$ cat config.mk
export PLATFORM = sky130hd
export DESIGN_NAME = jtframe_rom_read_flat
export DESIGN_NICKNAME = d
export VERILOG_FILES = /design/src/jtframe_pkg.sv /design/src/jtframe_mem_if.sv /design/src/jtframe_rom_read.sv /design/src/flat_wrapper.sv
export SDC_FILE = /design/constraint.sdc
export NUM_CORES = 1
export LEC_CHECK = 0
export ABC_CLOCK_PERIOD_IN_PS = 5200
export BUFFER_PORTS_ARGS = -buffer_cell sky130_fd_sc_hd__buf_2
export CAP_MARGIN = 20
export CORE_UTILIZATION = 52
export CTS_BUF_LIST = sky130_fd_sc_hd__clkbuf_4 sky130_fd_sc_hd__clkbuf_8 sky130_fd_sc_hd__clkbuf_16
export CTS_CLUSTER_DIAMETER = 30
export DETAILED_ROUTE_END_ITERATION = 10
export HOLD_SLACK_MARGIN = 0.05
export PLACE_DENSITY = 0.86
export SYNTH_ARGS = -nofsm -noshare
export SYNTH_HDL_FRONTEND = slang
export SYNTH_SLANG_ARGS = --single-unit
$ cat constraint.sdc
create_clock -name clk_rom -period 5.2 [get_ports clk_rom]
set_input_delay 1.04 -clock clk_rom [delete_from_list [all_inputs] [get_ports clk_rom]]
set_output_delay 1.04 -clock clk_rom [all_outputs]
set_load 0.005 [all_outputs]
$ cat src/jtframe_pkg.sv
// Shared constants for the ROM framework
// Address and data widths of the ROM space and the word memory
// Read latency and refresh slot timing
// Byte lane mask convention and its decode function

package jtframe_pkg;

    localparam int ADDR_W = 22;     // Word address of the whole ROM space
    localparam int MEM_AW = 12;     // Low address bits the memory keeps
    localparam int DW     = 16;     // Memory word width
    localparam int MASK_W = DW / 8; // One mask bit per byte lane

    // Cycles from a granted read to its returned word
    localparam int RD_LAT = 2;

    // Refresh slots, only while refresh_en is high
    localparam int REFRESH_PERIOD = 64;
    localparam int REFRESH_CYCLES = 4;  // Memory busy time per slot
    localparam int REF_TW = $clog2(REFRESH_PERIOD + 1);
    localparam int REF_CW = $clog2(REFRESH_CYCLES + 1);

    // Mask bits work like DQM on the chip.
    // A zero enables its lane, bit 0 covers wdata[7:0] and bit 1 covers wdata[15:8]
    localparam logic [MASK_W-1:0] MASK_NONE = '1;  // Touch no lane

    // Lanes that a write with this mask updates
    function automatic logic [MASK_W-1:0] lane_en(input logic [MASK_W-1:0] mask);
        return ~mask;
    endfunction

endpackage

$ cat src/jtframe_mem_if.sv
// Memory request channel between clients, arbiter and memory
// Request fields, one-cycle grant and the read return
// Modports for the client, the arbiter and the memory sides

interface jtframe_mem_if import jtframe_pkg::*; ();

    logic              req;     // Held by the client until gnt
    logic              we;
    logic [ADDR_W-1:0] addr;
    logic [DW-1:0]     wdata;
    logic [MASK_W-1:0] wmask;   // Active low lane enables
    logic              gnt;     // Command enters memory this cycle
    logic              rvalid;  // RD_LAT cycles after a read grant
    logic [DW-1:0]     rdata;

    modport client (
        output req, we, addr, wdata, wmask,
        input  gnt, rvalid, rdata
    );

    modport arb (
        input  req, we, addr, wdata, wmask,
        output gnt, rvalid, rdata
    );

    modport mem (
        input  req, we, addr, wdata, wmask,
        output gnt, rvalid, rdata
    );

endinterface

$ cat src/jtframe_rom_read.sv
// Game ROM read port
// Takes one sdram_req, issues two word reads at addr and addr+1
// and assembles the 32-bit data_read from the two returns
// FSM plus a return counter

module jtframe_rom_read import jtframe_pkg::*; (
    input  logic              clk_rom,
    input  logic              rst_n,
    input  logic              sdram_req,
    input  logic [ADDR_W-1:0] sdram_addr,
    output logic              sdram_ack,
    output logic [31:0]       data_read,
    output logic              data_rdy,
    jtframe_mem_if.client     bus
);

    typedef enum logic [1:0] {
        ST_IDLE,
        ST_LO,      // Requesting word addr
        ST_HI,      // Requesting word addr+1
        ST_WAIT     // Both issued, waiting for returns
    } state_t;

    state_t            state;
    logic [ADDR_W-1:0] base;
    logic              rcnt;        // Set once the low word is back
    logic [DW-1:0]     lo_word;
    logic              ack_open;    // Ack given, data_rdy not yet

    assign bus.req   = (state == ST_LO) || (state == ST_HI);
    assign bus.we    = 1'b0;
    assign bus.addr  = (state == ST_HI) ? base + 1'b1 : base;
    assign bus.wdata = '0;
    assign bus.wmask = MASK_NONE;

    always_ff @(posedge clk_rom or negedge rst_n) begin
        if (!rst_n) begin
            state     <= ST_IDLE;
            sdram_ack <= 1'b0;
            data_rdy  <= 1'b0;
            rcnt      <= 1'b0;
            ack_open  <= 1'b0;
        end else begin
            sdram_ack <= 1'b0;
            data_rdy  <= 1'b0;
            case (state)
                ST_IDLE: begin
                    if (sdram_req) begin
                        state     <= ST_LO;
                        sdram_ack <= 1'b1;
                        rcnt      <= 1'b0;
                    end
                end
                ST_LO:   if (bus.gnt) state <= ST_HI;
                ST_HI:   if (bus.gnt) state <= ST_WAIT;
                default: ;  // ST_WAIT leaves on the second return
            endcase
            if (bus.rvalid) begin
                rcnt <= ~rcnt;
                if (rcnt) begin
                    data_rdy <= 1'b1;
                    state    <= ST_IDLE;
                end
            end
            if (sdram_ack) begin
                ack_open <= 1'b1;
            end else if (data_rdy) begin
                ack_open <= 1'b0;
            end
        end
    end

    // Address and returned data
    always_ff @(posedge clk_rom) begin
        if (state == ST_IDLE && sdram_req) base <= sdram_addr;
        if (bus.rvalid) begin
            if (!rcnt) begin
                lo_word <= bus.rdata;
            end else begin
                data_read <= {bus.rdata, lo_word};  // addr+1 on top
            end
        end
    end

    a_rdy_after_ack: assert property (
        @(posedge clk_rom) disable iff (!rst_n)
        data_rdy |-> ack_open
    ) else $error("data_rdy without a matching sdram_ack");

    // Returns only come back for reads this port has issued
    a_return_expected: assert property (
        @(posedge clk_rom) disable iff (!rst_n)
        bus.rvalid |-> (state == ST_HI || state == ST_WAIT)
    ) else $error("unexpected read return on the game port");

endmodule

$ cat src/flat_wrapper.sv
// flat-port wrapper written by rule: the top's interface ports become plain ports
module jtframe_rom_read_flat import jtframe_pkg::*;
  (clk_rom, rst_n, sdram_req, sdram_addr, sdram_ack, data_read, data_rdy, bus_req, bus_we, bus_addr, bus_wdata, bus_wmask, bus_gnt, bus_rvalid, bus_rdata);
  jtframe_mem_if bus_i ();
  input  logic clk_rom;
  input  logic rst_n;
  input  logic sdram_req;
  input  logic [ADDR_W-1:0] sdram_addr;
  output logic sdram_ack;
  output logic [31:0] data_read;
  output logic data_rdy;
  output wire logic [$bits(bus_i.req)-1:0] bus_req;
  output wire logic [$bits(bus_i.we)-1:0] bus_we;
  output wire logic [$bits(bus_i.addr)-1:0] bus_addr;
  output wire logic [$bits(bus_i.wdata)-1:0] bus_wdata;
  output wire logic [$bits(bus_i.wmask)-1:0] bus_wmask;
  input wire logic [$bits(bus_i.gnt)-1:0] bus_gnt;
  input wire logic [$bits(bus_i.rvalid)-1:0] bus_rvalid;
  input wire logic [$bits(bus_i.rdata)-1:0] bus_rdata;
  assign bus_req = bus_i.req;
  assign bus_we = bus_i.we;
  assign bus_addr = bus_i.addr;
  assign bus_wdata = bus_i.wdata;
  assign bus_wmask = bus_i.wmask;
  assign bus_i.gnt = bus_gnt;
  assign bus_i.rvalid = bus_rvalid;
  assign bus_i.rdata = bus_rdata;
  jtframe_rom_read u_core (.clk_rom(clk_rom), .rst_n(rst_n), .sdram_req(sdram_req), .sdram_addr(sdram_addr), .sdram_ack(sdram_ack), .data_read(data_read), .data_rdy(data_rdy), .bus(bus_i));
endmodule
==> results.md <==
| Step | Result | Reported |
|:---|:---|:---|
| floorplanning | Starting density of the core | 54.3% |
| outcome | Status | finished clean |
| cts | Total number of clock tree sinks | 75 |
| layout | Area growth from synthesis to final layout | 23.2% |
| synthesis | Most area-consuming cells after synthesis | edfxtp_1, buf_4, xnor2_1 |
| drt | Starting DRT DRC Count | 67 |
| sta | Setup Skew | 0.00416 ns |
| drt | Routed wire length | 5020 um |
| sta | Period utilisation layout | 61.6% |
| layout | Proportion of layout cells with a drive suffix above 1 | 40.7% |
| floorplanning | Site Rows | 27 |
| sta | Achievable clock frequency | 312 MHz |
| floorplanning | Die Ht | 77.8 um |
| critical path | Cell occurring most often along the worst timing path | nand4_1 |
| critical path | Nature of the critical path endpoint | primary output |
| drt | Post-route antenna net violation count | 0 |
| global routing | Largest net degree at the start of global routing | 24 |
| sta | Min Clock Period, post-route | 3.20 ns |
| synthesis | Number of library cell types mapped by synthesis | 26 |
| cts | Buffer type at the clock tree root | clkbuf_8 |
| sta | Setup_tns | 0 ns |
| cts | Post-CTS setup repair buffer count | 0 |
| synthesis | Compound-Gate Fraction of Synth Area | 1.47% |
| critical path | Number of buffers and inverters on the critical path | 2 |
| global routing | First-pass GRT wire length | 7640 um |
| power | Areal power density over the cells | 404 nW/um^2 |
| sta | Slew at the pin closest to its max-slew limit | 0.814 ns |
| synthesis | Cell types with the highest counts after synthesis | edfxtp_1, buf_4, xnor2_1 |
| synthesis | Synth Area in Simple Gates | 9.30% |
| critical path | Kind of cell with the highest combined delay on the critical path | simple AND/OR/NAND/NOR gates |
| synthesis | Post-synthesis register bit count | 75 |
| drt | DRC Markers | 0 |
| cts | Clk slew on worst S/H paths | 0.08 ns |
| power | VDD IR max | 0.250 mV |
| floorplanning | Core Box Area | 5510 um^2 |
| cts | Clock insertion delay at the later pin of the skew report | 0.34 ns |
| critical path | Nature of the critical path startpoint | register |
| floorplanning | Die X-Extent | 77.8 um |
| cts | CTS tree | yes |
| sta | Count of final setup violators | 0 |
| synthesis | Post-synthesis area per instance | 16.1 um^2 |
| synthesis | Share of async-settable or async-resettable flops after synthesis | 6.67% |
| placed design | Placed Instance Area | 3500 um^2 |
| layout | Net count of the finished layout | 343 |
| critical path | Slowest stage delay, CP | 0.42 ns |
| floorplanning | Number of top-level design ports | 119 |
| floorplanning | Die area | 6050 um^2 |
| sta | Number of max-slew violations in the final report | 0 |
| synthesis | Summed instance area of the synthesized netlist | 2990 um^2 |
| synthesis | Fraction of synthesized cell area taken by the top area cell type | 70.4% |
| synthesis | Number of synthesized flops with an enable pin | 70 |
| cts | Number of clock buffers inserted by TritonCTS | 9 |
| synthesis | Combinational family with the most area after synthesis | simple AND/OR/NAND/NOR gates |
| synthesis | Most common cell in the synthesized netlist | edfxtp_1 |
| placed design | Final weighted congestion in routability-driven placement | 0.808 |
| drt | Average via count per standard cell | 4.73 |
| placed design | Count of input and output buffers | 99 |
| synthesis | Multiplexer area fraction after synthesis | 0.377% |
| synthesis | Post-synthesis instance total | 186 |
| critical path | Startpoint-to-endpoint class of the critical path | reg -> out |
| critical path | Arrival time at the worst endpoint | 2.16 ns |
| global routing | Vias in the first global route | 1,740 |
| flow run | Max capacitance violation total | 0 |
| placed design | HPWL after detailed placement | 3760 um |
| power | Pleak | 1.52 nW |
| layout | Number of antenna diodes | 0 |
| critical path | Peak fanout along the critical path | 12 |
| global routing | Total congestion overflow after global routing | 0 |
| layout | Final Cell Area | 3680 um^2 |
| worst hold path | Hold crit path type | reg -> reg |
| sta | Max_slew headroom | 45.7% |
| critical path | List of cells traversed by the critical path | inv_1 > ha_1 > nand4_1 > nor2_1 > nand4_1 > xnor2_1 > buf_2 |
| synthesis | Area share of xor/xnor cells in the synthesized design | 6.16% |
| synthesis | Part of the Yosys area used for sequential elements | 74.5% |
| sta | Hold violation total from the final report | 0 |
| critical path | Max stage delay cell, worst path | dfrtp_1 |
| global routing | Antenna violations before repair | 0 |
| drt | Detailed Routing Iterations Pass 1 | 4 |
| synthesis | Most used DFF post-synth | edfxtp_1 |
| global routing | Combined global-route utilization of all metal layers | 17.6% |
| synthesis | Adder and majority gate portion of the synthesized area | 2.09% |
| sta | Fin Hold WS | 0.422 ns |
| sta | Unrepaired setup endpoints after global routing | no |
| synthesis | Number of warnings reported in the yosys synthesis log | 0 |
| cts | Longest Clk Path Bufs | 2 |
| cts | Depth of the CTS H-tree | 3 |
| drt | Total number of vias | 1,761 |
| power | Overall power consumption | 0.00149 W |
| critical path | Required time at the endpoint of the critical path | 4.16 ns |
| cts | Number of cells upsized or downsized after cts | 0 |
| synthesis | Cell type with the highest aggregate area in the netlist | edfxtp_1 |
| drt | Routed len/inst | 13.5 um |
| cts | Cts hold-fix bufs | 0 |
power breakdown:
group	leakage (nW)	total [W]	switching, W	internal, W
registers	0.718	0.000823	0.0000505	0.000773
logic	0.717	0.000281	0.000158	0.000123
clock network	0.0818	0.000384	0.000209	0.000175
cell type report:
| type | count | area [um^2] |
|---|---|---|
| fillers | 439 | 1820 |
| clock inverters | 7 | 53.8 |
| clock buffers | 9 | 124 |
| inverters | 7 | 26.3 |
| flip-flops and latches | 75 | 2230 |
| well taps | 72 | 90.1 |
| repair buffers | 101 | 510 |
| multi-input cells | 101 | 651 |
worst paths after layout:
| path | start | to | slack (ns) | cells after the start |
|---|---|---|---|---|
| max in group asynchronous | rst_n | u_core.sdram_ack | 4.56 | 1 |
| min in group asynchronous | rst_n | u_core.rcnt | 0.51 | 1 |
| worst max-delay path | u_core.state[0] | bus_addr[20] | 2.00 | 7 |
| worst min register to register | u_core.lo_word[9] | u_core.data_read[9] | 0.42 | 0 |
| worst min-delay path | u_core.lo_word[9] | u_core.data_read[9] | 0.42 | 0 |
| worst max register to register | u_core.state[1] | u_core.base[15] | 3.38 | 4 |
metrics by stage:
step	setup slack [ns]	util, %	cells
2_1_floorplan	2.78	-	203
3_3_place_gp	2.41	63.6	356
3_5_place_dp	2.34	63.6	356
4_1_cts	1.95	66.9	372
5_1_grt	1.74	66.9	372
6_report	2.00	66.9	372
sequential cells by signal, summed over array words and instances, names as in the netlist:
name	count
u_core.state	2
u_core.sdram_ack	1
u_core.lo_word	16
u_core.data_read	32
u_core.rcnt	1
u_core.base	22
u_core.data_rdy	1
layout by cell type (no fill, tap or decap), drive strengths merged:
cell      synthesis  final
a211oi            1      1
a21o              1      1
a21oi             3      3
and2              2      2
and3              4      4
buf              20    101
clkbuf            0      9
clkinv            0      3
clkinvlp          0      3
conb              2     19
dfrtp             5      5
edfxtp           70     70
ha                5      5
inv               7      8
mux2              1      1
nand2            13     13
nand3            10     10
nand4             6      6
nor2              6      6
nor2b             2      2
nor3              3      3
nor4              2      2
o21ai             1      1
o22a              1      1
xnor2            16     16
xor2              5      5
per-layer routing:
metal	track usage (%)	vias up	part of all wire, %
li1	-	854	-
met1	16.1	802	35
met2	31.5	94	52
met3	8.00	11	11
met4	10.4	0	2.3
met5	0	-	0
logic make-up after synthesis:
group / Yosys count
other: 2
adder cells (fa/ha/maj): 5
flip-flops: 75
buffers and inverters: 27
XOR/XNOR: 21
AND/OR/NAND/NOR: 48
AO/OA/AOI/OAI: 7
multiplexers: 1
Note: power is estimated with default switching activity, not from simulation.
