<file path="src/jtframe_pkg.sv">
// Shared constants for the ROM framework
// Address and data widths of the ROM space and the word memory
// Read latency and refresh slot timing
// Byte lane mask convention and its decode function

package jtframe_pkg;

    localparam int ADDR_W = 22;     // Word address of the whole ROM space
    localparam int MEM_AW = 12;     // Low address bits the memory keeps
    localparam int DW     = 16;     // Memory word width
    localparam int MASK_W = DW / 8; // One mask bit per byte lane

    // Cycles from a granted read to its returned word
    localparam int RD_LAT = 2;

    // Refresh slots, only while refresh_en is high
    localparam int REFRESH_PERIOD = 64;
    localparam int REFRESH_CYCLES = 4;  // Memory busy time per slot
    localparam int REF_TW = $clog2(REFRESH_PERIOD + 1);
    localparam int REF_CW = $clog2(REFRESH_CYCLES + 1);

    // Mask bits work like DQM on the chip.
    // A zero enables its lane, bit 0 covers wdata[7:0] and bit 1 covers wdata[15:8]
    localparam logic [MASK_W-1:0] MASK_NONE = '1;  // Touch no lane

    // Lanes that a write with this mask updates
    function automatic logic [MASK_W-1:0] lane_en(input logic [MASK_W-1:0] mask);
        return ~mask;
    endfunction

endpackage

</file>
<file path="src/jtframe_mem_if.sv">
// Memory request channel between clients, arbiter and memory
// Request fields, one-cycle grant and the read return
// Modports for the client, the arbiter and the memory sides

interface jtframe_mem_if import jtframe_pkg::*; ();

    logic              req;     // Held by the client until gnt
    logic              we;
    logic [ADDR_W-1:0] addr;
    logic [DW-1:0]     wdata;
    logic [MASK_W-1:0] wmask;   // Active low lane enables
    logic              gnt;     // Command enters memory this cycle
    logic              rvalid;  // RD_LAT cycles after a read grant
    logic [DW-1:0]     rdata;

    modport client (
        output req, we, addr, wdata, wmask,
        input  gnt, rvalid, rdata
    );

    modport arb (
        input  req, we, addr, wdata, wmask,
        output gnt, rvalid, rdata
    );

    modport mem (
        input  req, we, addr, wdata, wmask,
        output gnt, rvalid, rdata
    );

endinterface

</file>
<file path="src/jtframe_prog.sv">
// ROM download client
// Latches one byte write on prog_we and holds it on the bus
// until the arbiter grants it

module jtframe_prog import jtframe_pkg::*; (
    input  logic              clk_rom,
    input  logic              rst_n,
    input  logic [ADDR_W-1:0] prog_addr,
    input  logic [7:0]        prog_data,
    input  logic [MASK_W-1:0] prog_mask,
    input  logic              prog_we,
    jtframe_mem_if.client     bus
);

    logic              pending;     // Write waiting for its grant
    logic [ADDR_W-1:0] wr_addr;
    logic [DW-1:0]     wr_data;
    logic [MASK_W-1:0] wr_mask;

    always_ff @(posedge clk_rom or negedge rst_n) begin
        if (!rst_n) begin
            pending <= 1'b0;
        end else begin
            if (prog_we) begin
                pending <= 1'b1;
            end else if (bus.gnt) begin
                pending <= 1'b0;
            end
        end
    end

    // Payload of the pending write
    always_ff @(posedge clk_rom) begin
        if (prog_we) begin
            wr_addr <= prog_addr;
            wr_data <= {MASK_W{prog_data}};  // Same byte on both lanes
            wr_mask <= prog_mask;            // Mask picks the lane
        end
    end

    assign bus.req   = pending;
    assign bus.we    = pending;
    assign bus.addr  = wr_addr;
    assign bus.wdata = wr_data;
    assign bus.wmask = wr_mask;

    // The loader must leave room for the previous write to drain
    a_no_overrun: assert property (
        @(posedge clk_rom) disable iff (!rst_n)
        prog_we |-> !pending
    ) else $error("prog_we while a write is still pending");

endmodule

</file>
<file path="src/flat_wrapper.sv">
// flat-port wrapper written by rule: the top's interface ports become plain ports
module jtframe_prog_flat import jtframe_pkg::*;
  (clk_rom, rst_n, prog_addr, prog_data, prog_mask, prog_we, bus_req, bus_we, bus_addr, bus_wdata, bus_wmask, bus_gnt, bus_rvalid, bus_rdata);
  jtframe_mem_if bus_i ();
  input  logic clk_rom;
  input  logic rst_n;
  input  logic [ADDR_W-1:0] prog_addr;
  input  logic [7:0] prog_data;
  input  logic [MASK_W-1:0] prog_mask;
  input  logic prog_we;
  output wire logic [$bits(bus_i.req)-1:0] bus_req;
  output wire logic [$bits(bus_i.we)-1:0] bus_we;
  output wire logic [$bits(bus_i.addr)-1:0] bus_addr;
  output wire logic [$bits(bus_i.wdata)-1:0] bus_wdata;
  output wire logic [$bits(bus_i.wmask)-1:0] bus_wmask;
  input wire logic [$bits(bus_i.gnt)-1:0] bus_gnt;
  input wire logic [$bits(bus_i.rvalid)-1:0] bus_rvalid;
  input wire logic [$bits(bus_i.rdata)-1:0] bus_rdata;
  assign bus_req = bus_i.req;
  assign bus_we = bus_i.we;
  assign bus_addr = bus_i.addr;
  assign bus_wdata = bus_i.wdata;
  assign bus_wmask = bus_i.wmask;
  assign bus_i.gnt = bus_gnt;
  assign bus_i.rvalid = bus_rvalid;
  assign bus_i.rdata = bus_rdata;
  jtframe_prog u_core (.clk_rom(clk_rom), .rst_n(rst_n), .prog_addr(prog_addr), .prog_data(prog_data), .prog_mask(prog_mask), .prog_we(prog_we), .bus(bus_i));
endmodule
</file>
<file path="config.mk">
export PLATFORM = sky130hd
export DESIGN_NAME = jtframe_prog_flat
export DESIGN_NICKNAME = d
export VERILOG_FILES = /design/src/jtframe_pkg.sv /design/src/jtframe_mem_if.sv /design/src/jtframe_prog.sv /design/src/flat_wrapper.sv
export SDC_FILE = /design/constraint.sdc
export NUM_CORES = 1
export LEC_CHECK = 0
export BUFFER_PORTS_ARGS = -buffer_cell sky130_fd_sc_hd__buf_4
export CORE_UTILIZATION = 41
export CTS_BUF_LIST = sky130_fd_sc_hd__clkbuf_4
export DETAILED_ROUTE_END_ITERATION = 10
export MAX_ROUTING_LAYER = met4
export PLACE_DENSITY = 0.89
export SETUP_SLACK_MARGIN = 0.4
export SLEW_MARGIN = 20
export SYNTH_ARGS = -nofsm -noshare
export SYNTH_HDL_FRONTEND = slang
export SYNTH_SLANG_ARGS = --single-unit
</file>
<file path="constraint.sdc">
create_clock -name clk_rom -period 1.6 [get_ports clk_rom]
set_input_delay 0.32 -clock clk_rom [delete_from_list [all_inputs] [get_ports clk_rom]]
set_output_delay 0.32 -clock clk_rom [all_outputs]
set_load 0.05 [all_outputs]
</file>
==> results.toml, run 1 <==
[setup_path]
critPathBufInv = 1
worst_ep_required_time_ps = 1280
cp_max_fo = 2
crit_arrival_ps = 940
critPathTopFamily = "flip-flops"
r2r_cells = 1
critPathLaunchType = "flop"
crit_cells = 1
slowest_stage = "edfxtp_1"
cp_cell_sequence = "buf_6"
endpoint_kind = "output pin"
critical_path_class = "flop to output pin"
max_stage_delay_ps = 430

[drt]
wl_um = 2260
route.vias.total = 666
ant_nets = 0
drc = 0
drtPass1Iterations = 4
wl_per_cell_um = 15.0
drt_iter0_markers = 6
viasPerCell = 4.44

[synthesis]
yosysWarnings = 0
ys_types = 5
syn_nets = 97
ys_seq_area_frac = 0.926
ys_ff_latch = 33
syn_avg_cell_area_um2 = 24.2
syn-cell-area_um2 = 1060
synth_cells = 44

[sta]
finalCritPeriodShare = 0.785
fmax_mhz = 797
finClkSkew_ps = 0
slew_headroom = 0.737
fin_ws_ps = 345
setup_viol = 0
hold_viol = 0
slew_violations = 0
tightest_slew_ps = 395
hold_slack_ps = 164
grt_setup_unrepaired = "yes"
tns_ps = 0
min_period_ps = 1260

[job]
drv_cap = 0

[place]
hpwlAfterDp_um = 1620
portBuffers = 77
place_congestion = 0.697
place_ws_ps = 565

[worst_hold_path]
hp-class = "primary input to flop"
min_path_cells = 1

[clock_tree]
numCtsBuffers = 5
clk_pin_slew_ps = 90
cts_num_sinks = 33
htreeDepth = 2
cts-root-buf = "clkbuf_4"
clock_latency_ps = 320
tritoncts = "done"
clockBufferDepth = 2

[layout]
num-fill-cells = 135
final_common_cell = "buf_4"
num_antenna_cells = 0
nets = 173
synthToLayoutAreaGrowth_pct = 69.1
drive_above_1_share = 0.700
final_cell_mix = "43 x buf_4, 34 x buf_6, 32 x edfxtp_1"
seq_area_um2 = 987
multi_input_area_um2 = 7.51

[power_and_ir_drop]
intPower_mw = 1.40
peakVddDrop_mv = 0.901
p_per_area_nw_per_um2 = 1140
switching_power_mw = 0.644
power_frac_seq = 0.519
sw_frac_of_total = 0.315
clockPowerShare = 0.209
leakagePower_nw = 0.780
pwr-share-comb = 0.272

[status]
run_status = "finished, final reports clean"

[global_routing]
grt_usage = 0.177
grt-ovfl-total = 0
grt_max_degree = 34
grt_pass1_wl_um = 2970
grt_pass1_vias = 674
grt_antenna_before_repair = 0

[die]
dieArea_um2 = 2800
fp.dieH_um = 53.0
rows = 18
start_util = 0.434
core_um2 = 2450
pin_count = 95
die_width_um = 53.0
## repair_timing
item                                   in CTS  in global routing
endpoints found under the hold margin       1                  0
setup endpoints to repair                  42                 42
resized for setup                          28                  6
hold buffers                                1                  0
setup buffers                               0                  0
cloned                                      0                  0
## power groups by stage
stage | Combinational (mW) | Sequential [mW] | Clock [mW]
final | 0.555 | 1.06 | 0.428
after global routing | 0.571 | 1.07 | 0.467
after CTS | 0.551 | 1.06 | 0.445
after detailed placement | 0.515 | 1.07 | 0
after global placement | 0.507 | 1.06 | 0
after floorplan | 0.0999 | 1.31 | 0
## area by class of cell
class / count / area share
Clock buffer: 6 / 0.0250
Clock inverter: 1 / 0.00208
Inverter: 1 / 0.00208
Multi-Input combinational cell: 1 / 0.00417
Sequential cell: 33 / 0.548
Tap cell: 30 / 0.0208
Timing Repair Buffer: 78 / 0.397
## sequential cells by signal, indices dropped and copies added (netlist names)
register          flops
u_core.bus.wmask      2
u_core.bus.wdata      8
u_core.bus.addr      22
u_core.bus.req        1
## cell families (layout without fill, tap and decap cells)
logic type / count (synthesis) / count (layout) / synth area share
AO/OA/AOI/OAI: 1 / 1 / 0.00705
buffers and inverters: 10 / 86 / 0.0670
flip-flops: 33 / 33 / 0.926
## through the flow
step | cells | instance area, um^2 | power, mW | util
finish | 150 | 1800 | 2.04 | 0.733
CTS | 150 | 1780 | 2.06 | 0.724
global route | 150 | 1800 | 2.11 | 0.733
floorplan | 44 | 1100 | 1.41 | -
detailed placement | 142 | 1610 | 1.58 | 0.657
global placement | 142 | 1610 | 1.57 | 0.657
## worst paths after layout
check	start	to	slack, ps
max in group asynchronous	rst_n	u_core.bus.req$_DFFE_PN0P_	1190
worst min-delay path	prog_data[1]	u_core.bus.wdata[9]$_DFFE_PP_	160
min in group asynchronous	rst_n	u_core.bus.req$_DFFE_PN0P_	320
worst max register to register	u_core.bus.req$_DFFE_PN0P_	u_core.bus.req$_DFFE_PN0P_	890
worst min register to register	u_core.bus.req$_DFFE_PN0P_	u_core.bus.req$_DFFE_PN0P_	560
worst max-delay path	u_core.bus.wdata[7]$_DFFE_PP_	bus_wdata[15]	340
## synth_stat cells
cell type | count | share of area
edfxtp_1 | 32 | 0.90
buf_4 | 9 | 0.063
a21o_1 | 1 | 0.0071
dfrtp_1 | 1 | 0.023
inv_1 | 1 | 0.0035
## routing by layer
| layer | vias to the layer above | track usage | share of wire |
|---|---|---|---|
| met5 | - | - | 0 |
| li1 | 308 | - | - |
| met1 | 300 | 0.180 | 0.36 |
| met4 | 0 | 0.132 | 0.025 |
| met3 | 5 | 0.0805 | 0.10 |
| met2 | 53 | 0.266 | 0.51 |
Power figures use the tool's default switching activity.
==> run 2, diff against run 1 <==
Settings changed: CORE_UTILIZATION 41 to 38, PLACE_DENSITY 0.89 to 0.83.
Clock period 1.6 ns to 1.2 ns, I/O delays scaled along.
==> run 2 against run 1 <==
  * Clock skew unchanged
  * Worst hold slack worse by 68 ps
  * Via count down 1.1%
  * Final area up 0.97%
  * Sequential cell count unchanged
  * Core utilization down 2.5 points
==> results.toml, run 2 (synthesis results as in run 1) <==
[power_and_ir_drop]
peakVddDrop_mv = 1.18
p_per_area_nw_per_um2 = 1510
p_total_mw = 2.74
leakagePower_nw = 0.790

[setup_path]
slowest_stage = "edfxtp_1"
cp_max_fo = 2
critPathLaunchType = "flop"
critical_path_class = "flop to output pin"
cp_cell_sequence = "buf_4"
crit_cells = 1
crit_arrival_ps = 940
r2r_cells = 1
endpoint_kind = "output pin"
worst_ep_required_time_ps = 960
max_stage_delay_ps = 410
critPathBufInv = 1
critPathTopFamily = "flip-flops"

[layout]
drive_above_1_share = 0.711
multi_input_area_um2 = 7.51
final_common_cell = "buf_4"
nets = 173
final_cell_mix = "41 x buf_4, 35 x buf_6, 32 x edfxtp_1"
synthToLayoutAreaGrowth_pct = 70.7
num-fill-cells = 177
final_core_util = 0.708
num_antenna_cells = 0
largest_register_ffs = 22
seq_area_um2 = 987

[die]
dieArea_um2 = 3020
die_width_um = 54.9
rows = 18
start_util = 0.415
pin_count = 95
fp.dieH_um = 54.9
core_um2 = 2570

[sta]
slew_headroom = 0.734
setup_viol = 0
grt_setup_unrepaired = "yes"
tns_ps = 0
finalCritPeriodShare = 0.981
slew_violations = 0
hold_slack_ps = 96.3
finClkSkew_ps = 0
min_period_ps = 1180
fin_ws_ps = 23.1
hold_viol = 0
tightest_slew_ps = 399
fmax_mhz = 850

[clock_tree]
clock_latency_ps = 310
tritoncts = "done"
cts_num_sinks = 33
cts-root-buf = "clkbuf_4"
clockBufferDepth = 2
numCtsBuffers = 5
clk_pin_slew_ps = 100
htreeDepth = 2

[place]
place_congestion = 0.590
portBuffers = 77
place_ws_ps = 240

[drt]
viasPerCell = 4.36
drtPass1Iterations = 2
wl_um = 2300
ant_nets = 0
wl_per_cell_um = 15.2
drc = 0
route.vias.total = 659
drt_iter0_markers = 1

[status]
run_status = "finished, final reports clean"

[global_routing]
use_met1 = 0.139
grt_use_met2 = 0.241
grt_antenna_before_repair = 0
top_usage_layer = "met2"
grt_usage = 0.141
grt-ovfl-total = 0
grt_max_degree = 34
grt.met3_usage = 0.0683
grt_pass1_vias = 531
grt_pass1_wl_um = 2600

[worst_hold_path]
min_path_cells = 1
hp-class = "primary input to flop"

[job]
drv_cap = 0
run 2: cell count changes in the layout (fill, tap and decap cells not counted):
cell      change
buf_4         -2
clkinv_2      +2
buf_6         +1
buf_8         +1
clkinv_1      -1
run 2: metrics by stage:
step	instances	cell area [um^2]
after floorplan	44	1100
after global placement	142	1610
after detailed placement	142	1610
after CTS	151	1780
after global routing	151	1820
final	151	1820
run 2: final cells by class:
type,instances,area share
Clock buffer,6,0.0248
Timing Repair Buffer,78,0.400
Inverter,1,0.00206
Sequential cell,33,0.543
Tap cell,30,0.0206
Multi-Input combinational cell,1,0.00413
Clock inverter,2,0.00551
run 2: power by group:
group          switching (mW)  total [mW]  internal, mW
clock network           0.335       0.581         0.246
logic                   0.471       0.742         0.271
registers              0.0518        1.42          1.37
run 2: final timing paths:
kind / from / endpoint / slack (ps)
worst max-delay path: u_core.bus.wdata[14]$_DFFE_PP_ / bus_wdata[6] / 20
worst min-delay path: prog_addr[5] / u_core.bus.addr[5]$_DFFE_PP_ / 100
worst max register to register: u_core.bus.req$_DFFE_PN0P_ / u_core.bus.req$_DFFE_PN0P_ / 500
worst min register to register: u_core.bus.req$_DFFE_PN0P_ / u_core.bus.req$_DFFE_PN0P_ / 550
max in group asynchronous: rst_n / u_core.bus.req$_DFFE_PN0P_ / 860
min in group asynchronous: rst_n / u_core.bus.req$_DFFE_PN0P_ / 250
run 2: metal layers:
| layer | wire [um] | vias to the layer above |
|---|---|---|
| li1 | - | 307 |
| met1 | 729 | 300 |
| met2 | 1260 | 50 |
| met3 | 294 | 2 |
| met4 | 12 | 0 |
| met5 | 0 | - |
run 2: what timing repair did:
action	CTS	global route
pin swaps	0	0
gates resized for setup	28	9
hold buffers	1	0
endpoints found under the setup margin	42	42
setup buffers	0	0
endpoints found under the hold margin	1	0
