--- config.mk ---
export PLATFORM = sky130hd
export DESIGN_NAME = jtframe_mem_arb_flat
export DESIGN_NICKNAME = d
export VERILOG_FILES = /design/src/jtframe_pkg.sv /design/src/jtframe_mem_if.sv /design/src/jtframe_mem_arb.sv /design/src/flat_wrapper.sv
export SDC_FILE = /design/constraint.sdc
export NUM_CORES = 1
export LEC_CHECK = 0
export BUFFER_PORTS_ARGS = -buffer_cell sky130_fd_sc_hd__buf_2
export CAP_MARGIN = 15
export CORE_ASPECT_RATIO = 0.5
export CORE_MARGIN = 5
export CORE_UTILIZATION = 32
export CTS_BUF_LIST = sky130_fd_sc_hd__clkbuf_2
export DETAILED_ROUTE_END_ITERATION = 12
export PLACE_DENSITY = 0.82
export SYNTH_ARGS = -nofsm -noshare
export SYNTH_HDL_FRONTEND = slang
export SYNTH_SLANG_ARGS = --single-unit
--- constraint.sdc ---
create_clock -name clk_rom -period 1.55 [get_ports clk_rom]
set_input_delay 0.155 -clock clk_rom [delete_from_list [all_inputs] [get_ports clk_rom]]
set_output_delay 0.155 -clock clk_rom [all_outputs]
set_load 0.005 [all_outputs]
--- src/jtframe_pkg.sv ---
// Shared constants for the ROM framework
// Address and data widths of the ROM space and the word memory
// Read latency and refresh slot timing
// Byte lane mask convention and its decode function

package jtframe_pkg;

    localparam int ADDR_W = 22;     // Word address of the whole ROM space
    localparam int MEM_AW = 12;     // Low address bits the memory keeps
    localparam int DW     = 16;     // Memory word width
    localparam int MASK_W = DW / 8; // One mask bit per byte lane

    // Cycles from a granted read to its returned word
    localparam int RD_LAT = 2;

    // Refresh slots, only while refresh_en is high
    localparam int REFRESH_PERIOD = 64;
    localparam int REFRESH_CYCLES = 4;  // Memory busy time per slot
    localparam int REF_TW = $clog2(REFRESH_PERIOD + 1);
    localparam int REF_CW = $clog2(REFRESH_CYCLES + 1);

    // Mask bits work like DQM on the chip.
    // A zero enables its lane, bit 0 covers wdata[7:0] and bit 1 covers wdata[15:8]
    localparam logic [MASK_W-1:0] MASK_NONE = '1;  // Touch no lane

    // Lanes that a write with this mask updates
    function automatic logic [MASK_W-1:0] lane_en(input logic [MASK_W-1:0] mask);
        return ~mask;
    endfunction

endpackage

--- src/jtframe_mem_if.sv ---
// Memory request channel between clients, arbiter and memory
// Request fields, one-cycle grant and the read return
// Modports for the client, the arbiter and the memory sides

interface jtframe_mem_if import jtframe_pkg::*; ();

    logic              req;     // Held by the client until gnt
    logic              we;
    logic [ADDR_W-1:0] addr;
    logic [DW-1:0]     wdata;
    logic [MASK_W-1:0] wmask;   // Active low lane enables
    logic              gnt;     // Command enters memory this cycle
    logic              rvalid;  // RD_LAT cycles after a read grant
    logic [DW-1:0]     rdata;

    modport client (
        output req, we, addr, wdata, wmask,
        input  gnt, rvalid, rdata
    );

    modport arb (
        input  req, we, addr, wdata, wmask,
        output gnt, rvalid, rdata
    );

    modport mem (
        input  req, we, addr, wdata, wmask,
        output gnt, rvalid, rdata
    );

endinterface

--- src/jtframe_mem_arb.sv ---
// Memory arbiter for the download and game read clients
// Refresh timer and slot counter, fixed priority grant
// Command mux toward the memory
// Tag pipeline that routes each read return to its client

module jtframe_mem_arb import jtframe_pkg::*; (
    input  logic          clk_rom,
    input  logic          rst_n,
    input  logic          refresh_en,
    jtframe_mem_if.arb    prog,
    jtframe_mem_if.arb    rd,
    jtframe_mem_if.client ram
);

    logic [REF_TW-1:0] ref_timer;
    logic [REF_CW-1:0] ref_slot;    // Cycles left in the refresh slot
    logic              ref_busy;
    logic              ref_due;
    logic              prog_gnt;
    logic              rd_gnt;
    logic [RD_LAT-1:0] tag_rd;      // Command at this stage came from the game port

    assign ref_busy = ref_slot != '0;
    assign ref_due  = refresh_en && (ref_timer == REF_TW'(REFRESH_PERIOD));

    always_ff @(posedge clk_rom or negedge rst_n) begin
        if (!rst_n) begin
            ref_timer <= '0;
            ref_slot  <= '0;
        end else begin
            if (ref_due) begin
                ref_timer <= '0;
                ref_slot  <= REF_CW'(REFRESH_CYCLES);  // Slot starts next cycle
            end else begin
                if (refresh_en) ref_timer <= ref_timer + 1'b1;
                if (ref_busy)   ref_slot  <= ref_slot - 1'b1;
            end
        end
    end

    // Refresh first, then download, then game reads
    assign prog_gnt = !ref_busy && prog.req;
    assign rd_gnt   = !ref_busy && !prog.req && rd.req;
    assign prog.gnt = prog_gnt;
    assign rd.gnt   = rd_gnt;

    always_comb begin
        ram.req = prog_gnt || rd_gnt;
        if (prog_gnt) begin
            ram.we    = prog.we;
            ram.addr  = prog.addr;
            ram.wdata = prog.wdata;
            ram.wmask = prog.wmask;
        end else begin
            ram.we    = rd.we;
            ram.addr  = rd.addr;
            ram.wdata = rd.wdata;
            ram.wmask = rd.wmask;
        end
    end

    always_ff @(posedge clk_rom or negedge rst_n) begin
        if (!rst_n) begin
            tag_rd <= '0;
        end else begin
            tag_rd[0] <= rd_gnt;
            for (int i = 1; i < RD_LAT; i++) begin
                tag_rd[i] <= tag_rd[i-1];
            end
        end
    end

    assign prog.rvalid = ram.rvalid && !tag_rd[RD_LAT-1];
    assign rd.rvalid   = ram.rvalid &&  tag_rd[RD_LAT-1];
    assign prog.rdata  = ram.rdata;
    assign rd.rdata    = ram.rdata;

    a_gnt_onehot: assert property (
        @(posedge clk_rom) disable iff (!rst_n)
        $onehot0({prog_gnt, rd_gnt})
    ) else $error("more than one client granted");

    a_refresh_idle: assert property (
        @(posedge clk_rom) disable iff (!rst_n)
        ref_busy |-> !prog.gnt && !rd.gnt
    ) else $error("grant during a refresh slot");

endmodule

--- src/flat_wrapper.sv ---
// flat-port wrapper written by rule: the top's interface ports become plain ports
module jtframe_mem_arb_flat import jtframe_pkg::*;
  (clk_rom, rst_n, refresh_en, prog_req, prog_we, prog_addr, prog_wdata, prog_wmask, prog_gnt, prog_rvalid, prog_rdata, rd_req, rd_we, rd_addr, rd_wdata, rd_wmask, rd_gnt, rd_rvalid, rd_rdata, ram_req, ram_we, ram_addr, ram_wdata, ram_wmask, ram_gnt, ram_rvalid, ram_rdata);
  jtframe_mem_if prog_i ();
  jtframe_mem_if rd_i ();
  jtframe_mem_if ram_i ();
  input  logic clk_rom;
  input  logic rst_n;
  input  logic refresh_en;
  input wire logic [$bits(prog_i.req)-1:0] prog_req;
  input wire logic [$bits(prog_i.we)-1:0] prog_we;
  input wire logic [$bits(prog_i.addr)-1:0] prog_addr;
  input wire logic [$bits(prog_i.wdata)-1:0] prog_wdata;
  input wire logic [$bits(prog_i.wmask)-1:0] prog_wmask;
  output wire logic [$bits(prog_i.gnt)-1:0] prog_gnt;
  output wire logic [$bits(prog_i.rvalid)-1:0] prog_rvalid;
  output wire logic [$bits(prog_i.rdata)-1:0] prog_rdata;
  input wire logic [$bits(rd_i.req)-1:0] rd_req;
  input wire logic [$bits(rd_i.we)-1:0] rd_we;
  input wire logic [$bits(rd_i.addr)-1:0] rd_addr;
  input wire logic [$bits(rd_i.wdata)-1:0] rd_wdata;
  input wire logic [$bits(rd_i.wmask)-1:0] rd_wmask;
  output wire logic [$bits(rd_i.gnt)-1:0] rd_gnt;
  output wire logic [$bits(rd_i.rvalid)-1:0] rd_rvalid;
  output wire logic [$bits(rd_i.rdata)-1:0] rd_rdata;
  output wire logic [$bits(ram_i.req)-1:0] ram_req;
  output wire logic [$bits(ram_i.we)-1:0] ram_we;
  output wire logic [$bits(ram_i.addr)-1:0] ram_addr;
  output wire logic [$bits(ram_i.wdata)-1:0] ram_wdata;
  output wire logic [$bits(ram_i.wmask)-1:0] ram_wmask;
  input wire logic [$bits(ram_i.gnt)-1:0] ram_gnt;
  input wire logic [$bits(ram_i.rvalid)-1:0] ram_rvalid;
  input wire logic [$bits(ram_i.rdata)-1:0] ram_rdata;
  assign prog_i.req = prog_req;
  assign prog_i.we = prog_we;
  assign prog_i.addr = prog_addr;
  assign prog_i.wdata = prog_wdata;
  assign prog_i.wmask = prog_wmask;
  assign prog_gnt = prog_i.gnt;
  assign prog_rvalid = prog_i.rvalid;
  assign prog_rdata = prog_i.rdata;
  assign rd_i.req = rd_req;
  assign rd_i.we = rd_we;
  assign rd_i.addr = rd_addr;
  assign rd_i.wdata = rd_wdata;
  assign rd_i.wmask = rd_wmask;
  assign rd_gnt = rd_i.gnt;
  assign rd_rvalid = rd_i.rvalid;
  assign rd_rdata = rd_i.rdata;
  assign ram_req = ram_i.req;
  assign ram_we = ram_i.we;
  assign ram_addr = ram_i.addr;
  assign ram_wdata = ram_i.wdata;
  assign ram_wmask = ram_i.wmask;
  assign ram_i.gnt = ram_gnt;
  assign ram_i.rvalid = ram_rvalid;
  assign ram_i.rdata = ram_rdata;
  jtframe_mem_arb u_core (.clk_rom(clk_rom), .rst_n(rst_n), .refresh_en(refresh_en), .prog(prog_i), .rd(rd_i), .ram(ram_i));
endmodule
==> flow_results.org, run 1 <==
** Detailed routing
- After detailed routing, the number of vias per cell comes to 4.50.
- First-pass iteration count of the detailed router :: 4
- Wire length per cell after detailed routing :: 15.8 um
- Detailed routing inserted a total of 1372 vias.
- Number of antenna-violating nets in the routed design :: 0
- After detailed routing, the number of remaining DRC violations is 0.
- The detailed router finished its first iteration with 31 violations.
- Summed over all layers, the routed wires come to 4810 um.

** Placed design
- The count of buffers added on input and output ports is 133.
- The wire-length estimate of the detail-placed layout is 3890 um.
- Placed Cells incl. Taps :: 294
- At the end of routability-driven placement, the weighted congestion stood at 0.820.
- The placed instances occupy a cell area of 0.00190 mm2.

** Synth
- Flops & latches, synth :: 12
- Number of instances in the synthesized netlist :: 135
- Dividing the synthesized area by the synthesized cell count gives 10.2 um2.
- Yosys printed 0 warnings.
- The share of the Yosys chip area taken by registers is 0.219.
- Nets in the synthesized netlist :: 244
- Yosys mapped the design onto 28 distinct sky130hd cell types.
- Netlist area before placement :: 0.00137 mm2

** STA
- Min cycle time layout :: 1.99 ns
- Setup TNS after final layout :: -16.08 ns
- The number of hold violations in the final report came to 0.
- Dividing the final minimum period by the clock period gives 1.28.
- Between clock sinks in the finished design, the worst skew comes to 0.00366 ns.
- The tightest hold path in the finished design has a slack of 0.110 ns.
- At the pin with the least slew margin, the transition time is 0.312 ns.
- Maximum frequency from static timing analysis :: 503 MHz
- Unrepaired setup endpoints after global routing :: yes
- Number of pins with negative max-slew slack in the final report :: 0
- Final setup violation count :: 43
- Setup slack on the critical path of the routed design comes to -0.438 ns.
- Max-slew headroom :: 0.790

** Worst setup path
- Kind of cell adding the most delay to the critical path :: buffers and inverters
- Highest net fanout along the worst path :: 6
- Startpoint types :: register
- Longest individual stage delay on the worst path :: 0.39 ns
- CP Cell Sequence :: inv_2 > ha_4 > nor2b_4 > nand2_4 > buf_6 > buf_16 > mux2_2 > buf_2
- STA classifies the critical path endpoint as an output pin.
- Critical path's slowest cell :: dfrtp_1
- The critical path in this run is classified as register to output pin.
- Critical path data required time :: 1.39 ns
- STA puts the critical path data arrival time at 1.83 ns.
- The number of buffers and inverters on the critical path is 4.

** GRT
- The initial antenna violation count is 0.
- Global routing finished with a remaining overflow of 0.
- Pin count of the biggest net entering global routing :: 13
- The number of global-route vias before repair is 1475.
- The first global-routing pass estimated 7030 um of wire.
- Total routing usage reported by global routing :: 0.151

** Floorplan
- For this configuration, the core starts out at a cell density of 0.341.
- Die Ht :: 56.3 um
- 183 I/O pins were placed.
- Standard-cell rows :: 16
- Die span in x :: 103 um
- The core region is 0.00402 mm2.
- The die covers 0.00578 mm2.

** Finish
- Once layout is done, the placed cells without fillers occupy 0.00215 mm2.
- Compared with the post-synthesis result, the final layout area differs by 56.2%.
- Non-filler cells in the finished layout :: 305
- Final-stage net count :: 362
- The number of antenna diodes in the final layout is 0.
- Most frequent cells in the layout :: buf_2, mux2_2, buf_6, dfrtp_1, buf_4
- Ratio of cells with drive above 1 in the final layout :: 0.809
- The layout has 353 filler cells.
- Leaving out fill and tap cells, the most frequent cell in the layout is buf_2.

** Pwr
- The worst-case IR drop observed on VDD is 0.000338 V.
- In this run the power density over the cells is 1010 mW/mm2.
- Power comes to 2.17 mW.
- Static leakage power :: 1.17 nW

** Clock tree
- Clock-pin transition on the worst setup and hold timing paths :: 0.11 ns
- Clock network latency to the later pin of the worst-skew pair :: 0.27 ns
- Largest buffer count on any clock path :: 2
- TritonCTS built the clock tree.
- In this run, CTS created clock tree buffers numbering 3.
- CTS H-tree lvls :: 1
- The clock net in this run drives a total of 12 sinks.
- The cell sitting at the root of the clock tree is a clkbuf_2.

** Outcome
- Result of the run :: finished, violations left
- The checks that failed: negative setup slack.

** Flow run
- Max-cap violations in this run came to 0.

** Hold path
- The path class of the tightest hold or removal check is input port to register.
[registers in the layout (all words and copies together), names as in the netlist]
| name | cells |
|---|---|
| u_core.ref_timer | 7 |
| u_core.ref_slot | 3 |
| u_core.tag_rd | 2 |
[Yosys cell counts (all sizes together)]
cell type / count / area, um2
o22ai: 1 / 6.26
nand4b: 1 / 8.76
inv: 5 / 18.8
xor2: 2 / 17.5
xnor2: 3 / 26.3
or3: 1 / 6.26
nor3: 1 / 5.00
nor2: 6 / 22.5
nand4: 3 / 25.0
o21ai: 2 / 10.0
buf: 37 / 290
dfrtp: 12 / 300
and2: 1 / 6.26
a21oi: 1 / 8.76
a211oi: 1 / 7.51
mux2: 41 / 462
nor2b: 3 / 26.3
nor4: 1 / 21.3
nor3b: 1 / 7.51
nand2: 5 / 26.3
ha: 4 / 50.1
nand2b: 2 / 12.5
a211o: 1 / 8.76
[report_power, final]
| part | switching, mW | leakage [nW] | internal, mW | total [mW] |
|---|---|---|---|---|
| sequential | 0.143 | 0.151 | 0.427 | 0.569 |
| combinational | 0.541 | 1.01 | 0.902 | 1.44 |
| clock | 0.103 | 0.0125 | 0.0528 | 0.156 |
| total | 0.786 | 1.17 | 1.38 | 2.17 |
[repair_timing]
item | in CTS | in global routing
gates resized for setup | 13 | 15
setup endpoints to repair | 43 | 45
endpoints found under the hold margin | 12 | 0
cloned | 3 | 0
setup buffers | 5 | 0
hold buffers | 1 | 0
pin swaps | 2 | 1
[final cells by class]
| cell class | count | area [um2] | area share |
|---|---|---|---|
| Sequential cell | 12 | 300 | 0.140 |
| Timing Repair Buffer | 150 | 955 | 0.445 |
| Clock buffer | 3 | 15.0 | 0.00700 |
| Multi-Input combinational cell | 81 | 790 | 0.368 |
| Inverter | 5 | 18.8 | 0.00875 |
| Tap cell | 54 | 67.6 | 0.0315 |
[worst reg2reg max path, delay by kind of cell, from the launching register on]
kind / cells / cell delay, ns
fa+ha+maj: 1 / 0.18
compound gates: 1 / 0.05
flops: 1 / 0.42
buf+inv: 2 / 0.30
simple gates: 2 / 0.42
[routing by layer]
layer / vias up / wire, um / global-route usage / part of all wire
met1: 646 / 1670 / 0.163 / 0.35
met2: 51 / 2830 / 0.287 / 0.59
met5: - / 0 / 0 / 0
met4: 0 / 39 / 0.0542 / 0.0081
li1: 666 / - / - / -
met3: 9 / 264 / 0.0321 / 0.055
[per-stage QoR]
stage / setup slack [ns] / util
after floorplan: 0.0992 / -
after global placement: -0.0525 / 0.471
after detailed placement: -0.101 / 0.471
after CTS: -0.405 / 0.521
after global routing: -0.505 / 0.533
final: -0.438 / 0.533
[cell families (layout without fill, tap and decap cells)]
group                      Yosys count  in the layout  share of synthesized area
and+or+nand+nor                     25             25                      0.122
adders and majority gates            4              4                     0.0364
xor gates and xnor gates             5              5                     0.0319
muxes                               41             41                      0.336
AOI/OAI and AO/OA                    6              6                     0.0301
DFF                                 12             12                      0.219
buffers and inverters               42            158                      0.225
[worst paths after layout]
path | startpoint | endpoint | slack, ns | cells after the start
setup / recovery | u_core.ref_slot[1] | ram_addr[10] | -0.44 | 8
hold / removal | prog_req | u_core.tag_rd[0] | 0.11 | 2
setup reg to reg | u_core.ref_timer[1] | u_core.ref_slot[1] | 0.08 | 6
hold reg to reg | u_core.tag_rd[0] | u_core.tag_rd[1] | 0.37 | 0
max in group asynchronous | rst_n | u_core.tag_rd[0] | 1.06 | 2
min in group asynchronous | rst_n | u_core.ref_timer[1] | 0.28 | 2
(Power assumes the default switching activity.)
==> run 2, diff against run 1 <==
==> constraint.sdc (replaced) <==
create_clock -name clk_rom -period 1.91 [get_ports clk_rom]
set_input_delay 0.191 -clock clk_rom [delete_from_list [all_inputs] [get_ports clk_rom]]
set_output_delay 0.191 -clock clk_rom [all_outputs]
set_load 0.005 [all_outputs]
==> run 2 against run 1 <==
  * The run still ends with negative setup slack left
  * Non-clock buffer count is 4 lower
  * Die area unchanged
  * First-iteration DRC count shrank 9.7%
  * Cell area fell by 1.3%
  * Worst setup slack better by 0.37 ns
  * Global-route usage up 0.10 points
  * Critical path type unchanged
  * Critical endpoint is now ram_addr[11]
==> flow_results.org, run 2 (synthesized netlist as in run 1, its figures left out) <==
** Outcome
- The flow ran to the end, but the final reports show violations.
- The checks that failed: negative setup slack.

** Placed design
- Weighted congestion at the end of routability-driven global placement :: 0.770 (-6.1%)
- PortBufs :: 133 (unchanged)
- The cell area after placement came to 0.00184 mm2 (-2.8%).
- Half-perimeter wire length after placement :: 3780 um (-2.8%)

** Finish
- In the final layout, the registers with the most flip-flops are u_core.ref_timer (7), u_core.ref_slot (3), u_core.tag_rd (2).
- The library cell used most frequently in the layout, excluding fill and tap cells, is buf_2.
- Register with the most flip-flops :: u_core.ref_timer
- The fraction of layout cells with a size suffix above 1 was 0.794 (-0.0144).
- Layout overhead on the synthesized area :: 54.1%
- The post-route cell area came to 0.00212 mm2 (-1.3%).
- Number of flip-flops under the largest register name :: 7 (unchanged)
- Inserted Diodes :: 0 (unchanged)
- The library cells used most frequently in the layout, excluding fill and tap cells, are buf_2, mux2_2, buf_6, dfrtp_1, buf_4.
- Final-stage net count :: 358 (-1.1%)
- The final cell utilization of the core was 0.526 (-0.00715).

** Detailed routing
- The detailed-route via count was 1349 (-1.7%).
- Final routed DRC violation total :: 0 (unchanged)
- Wire length after detailed routing :: 4630 um (-3.6%)
- The remaining antenna violation count came to 0 (unchanged).
- Vias per std cell :: 4.47 (-0.70%)
- The mean routed wirelength per cell was 15.3 um (-2.7%).
- The iteration-0 DRC count of the detailed router was 28 (-9.7%).
- First-pass iteration count of the detailed router :: 4 (unchanged)

** Worst setup path
- Crit path arrival time :: 1.79 ns (-0.04 ns)
- Kind of cell adding the most delay to the critical path :: flip-flops
- Critical path data required time :: 1.72 ns (+0.33 ns)
- The maximum fanout along the worst path is 11 (+5).
- The worst setup path is launched from a register.
- Critical path's slowest cell :: dfrtp_1
- Traced cell by cell, the critical path runs through inv_2 > ha_4 > nor2b_4 > nand2_8 > buf_16 > mux2_2 > buf_6.
- CP Capture Type :: output pin
- The total buffers and inverters traversed by the critical path came to 3 (-1).
- Longest individual stage delay on the worst path :: 0.40 ns (about the same)
- Critical path class :: register to output pin

** GRT
- Overflow left after global routing :: 0 (unchanged)
- Total routing usage reported by global routing :: 0.152 (+0.00103)
- The initial antenna violation count came to 0 (unchanged).
- First-pass GRT wire length :: 7140 um (+1.6%)
- Pin count of the biggest net entering global routing :: 13 (unchanged)
- Number of global-route vias before repair :: 1545 (+4.7%)

** Clock tree
- The clock transition time at the flip-flop clock pins of the worst setup and hold paths is 0.11 ns (about the same).
- The clock buffer count from CTS is 3 (unchanged).
- The maximum root-to-sink buffer count came to 2 (unchanged).
- The tree is rooted in a clkbuf_2.
- The number of sinks driven by the clock tree is 12 (unchanged).
- Clock network latency to the later pin of the worst-skew pair :: 0.27 ns (about the same)
- TritonCTS built the clock tree.
- The deepest level of the CTS H-tree was 1 (unchanged).

** STA
- In the finished design, the share of the clock period the worst path needs comes to 1.04.
- The headroom to the max-slew limit came to 0.689 (-0.101).
- The measured slew at the worst slew-check pin is 0.463 ns (+0.151 ns).
- The final-report setup violation count was 41 (-4.7%).
- The worst clock skew came to 0.00776 ns (+0.00410 ns).
- Number of pins with negative max-slew slack in the final report :: 0 (unchanged)
- The worst path setup slack after routing came to -0.0726 ns (+0.366 ns).
- After layout, the minimum clock period comes to 1.98 ns.
- Setup repair after global routing could not meet its margin everywhere.
- The number of hold violations in the final report is 0 (unchanged).
- Maximum frequency from static timing analysis :: 504 MHz

** Floorplan
- Initial core utilization :: 0.341 (unchanged)
- Standard-cell rows :: 16 (unchanged)
- The core footprint came to 0.00402 mm2 (unchanged).
- The height of the die was 56.3 um (unchanged).
- Ports placed on the boundary :: 183 (unchanged)
- Die span in x :: 103 um (unchanged)
- Total die area :: 0.00578 mm2 (unchanged)

** Hold path
- Worst hold path type :: input port to register

** Pwr
- The leakage power came to 1.13 nW (-3.0%).
- Power per cell area :: 830 mW/mm2 (-18%)
- The maximum ir drop on the vdd rail came to 0.000264 V (-22%).

** Flow run
- Max-capacitance violation count :: 0 (unchanged)
## run 2: cell type report
type,count,area [um2]
inverters,5,18.8
flip-flops and latches,12,300
fillers,344,1910
clock inverters,1,3.75
multi-input cells,81,786
well taps,54,67.6
clock buffers,3,15.0
repair buffers,146,926
## run 2: where the power goes
| part | leakage [nW] | internal (mW) | total, mW | switching [mW] |
|---|---|---|---|---|
| Sequential | 0.151 | 0.346 | 0.459 | 0.113 |
| Combinational | 0.970 | 0.727 | 1.17 | 0.445 |
| Clock | 0.0140 | 0.0455 | 0.127 | 0.0813 |
| Total | 1.13 | 1.12 | 1.76 | 0.639 |
## run 2: path summary, 6_finish.rpt
kind / from / end / slack [ns] / depth (start not counted)
worst max register to register: u_core.ref_timer[0] / u_core.ref_timer[0] / 0.38 / 5
worst min-delay path: prog_req / u_core.tag_rd[0] / 0.19 / 2
worst min register to register: u_core.tag_rd[0] / u_core.tag_rd[1] / 0.37 / 0
worst max-delay path: u_core.ref_slot[0] / ram_addr[11] / -0.07 / 7
max in group asynchronous: rst_n / u_core.ref_timer[1] / 1.39 / 2
min in group asynchronous: rst_n / u_core.ref_timer[6] / 0.31 / 2
## run 2: through the flow
stage                     hold slack [ns]  power, mW  std cells  setup slack [ns]  setup TNS, ns
after floorplan                    -0.105       1.05        135             0.423              0
after global placement             0.0747       1.27        287             0.163              0
after detailed placement           0.0775       1.32        287            0.0951              0
after CTS                           0.196       1.66        299           -0.0747          -2.21
after global routing                0.168       1.88        302            -0.150          -5.28
final                               0.193       1.76        302           -0.0726          -2.21
## run 2: per-layer routing
metal,share of wire,track usage
met1,0.33,0.155
met2,0.60,0.300
met3,0.059,0.0297
met4,0.012,0.0598
met5,0,0
## run 2: timing repair
action | CTS | global route
pin swaps | 1 | 1
gates resized for setup | 13 | 10
setup buffers | 5 | 3
gates cloned | 2 | 0
endpoints found under the hold margin | 12 | 0
hold buffers | 1 | 0
setup endpoints to repair | 41 | 41
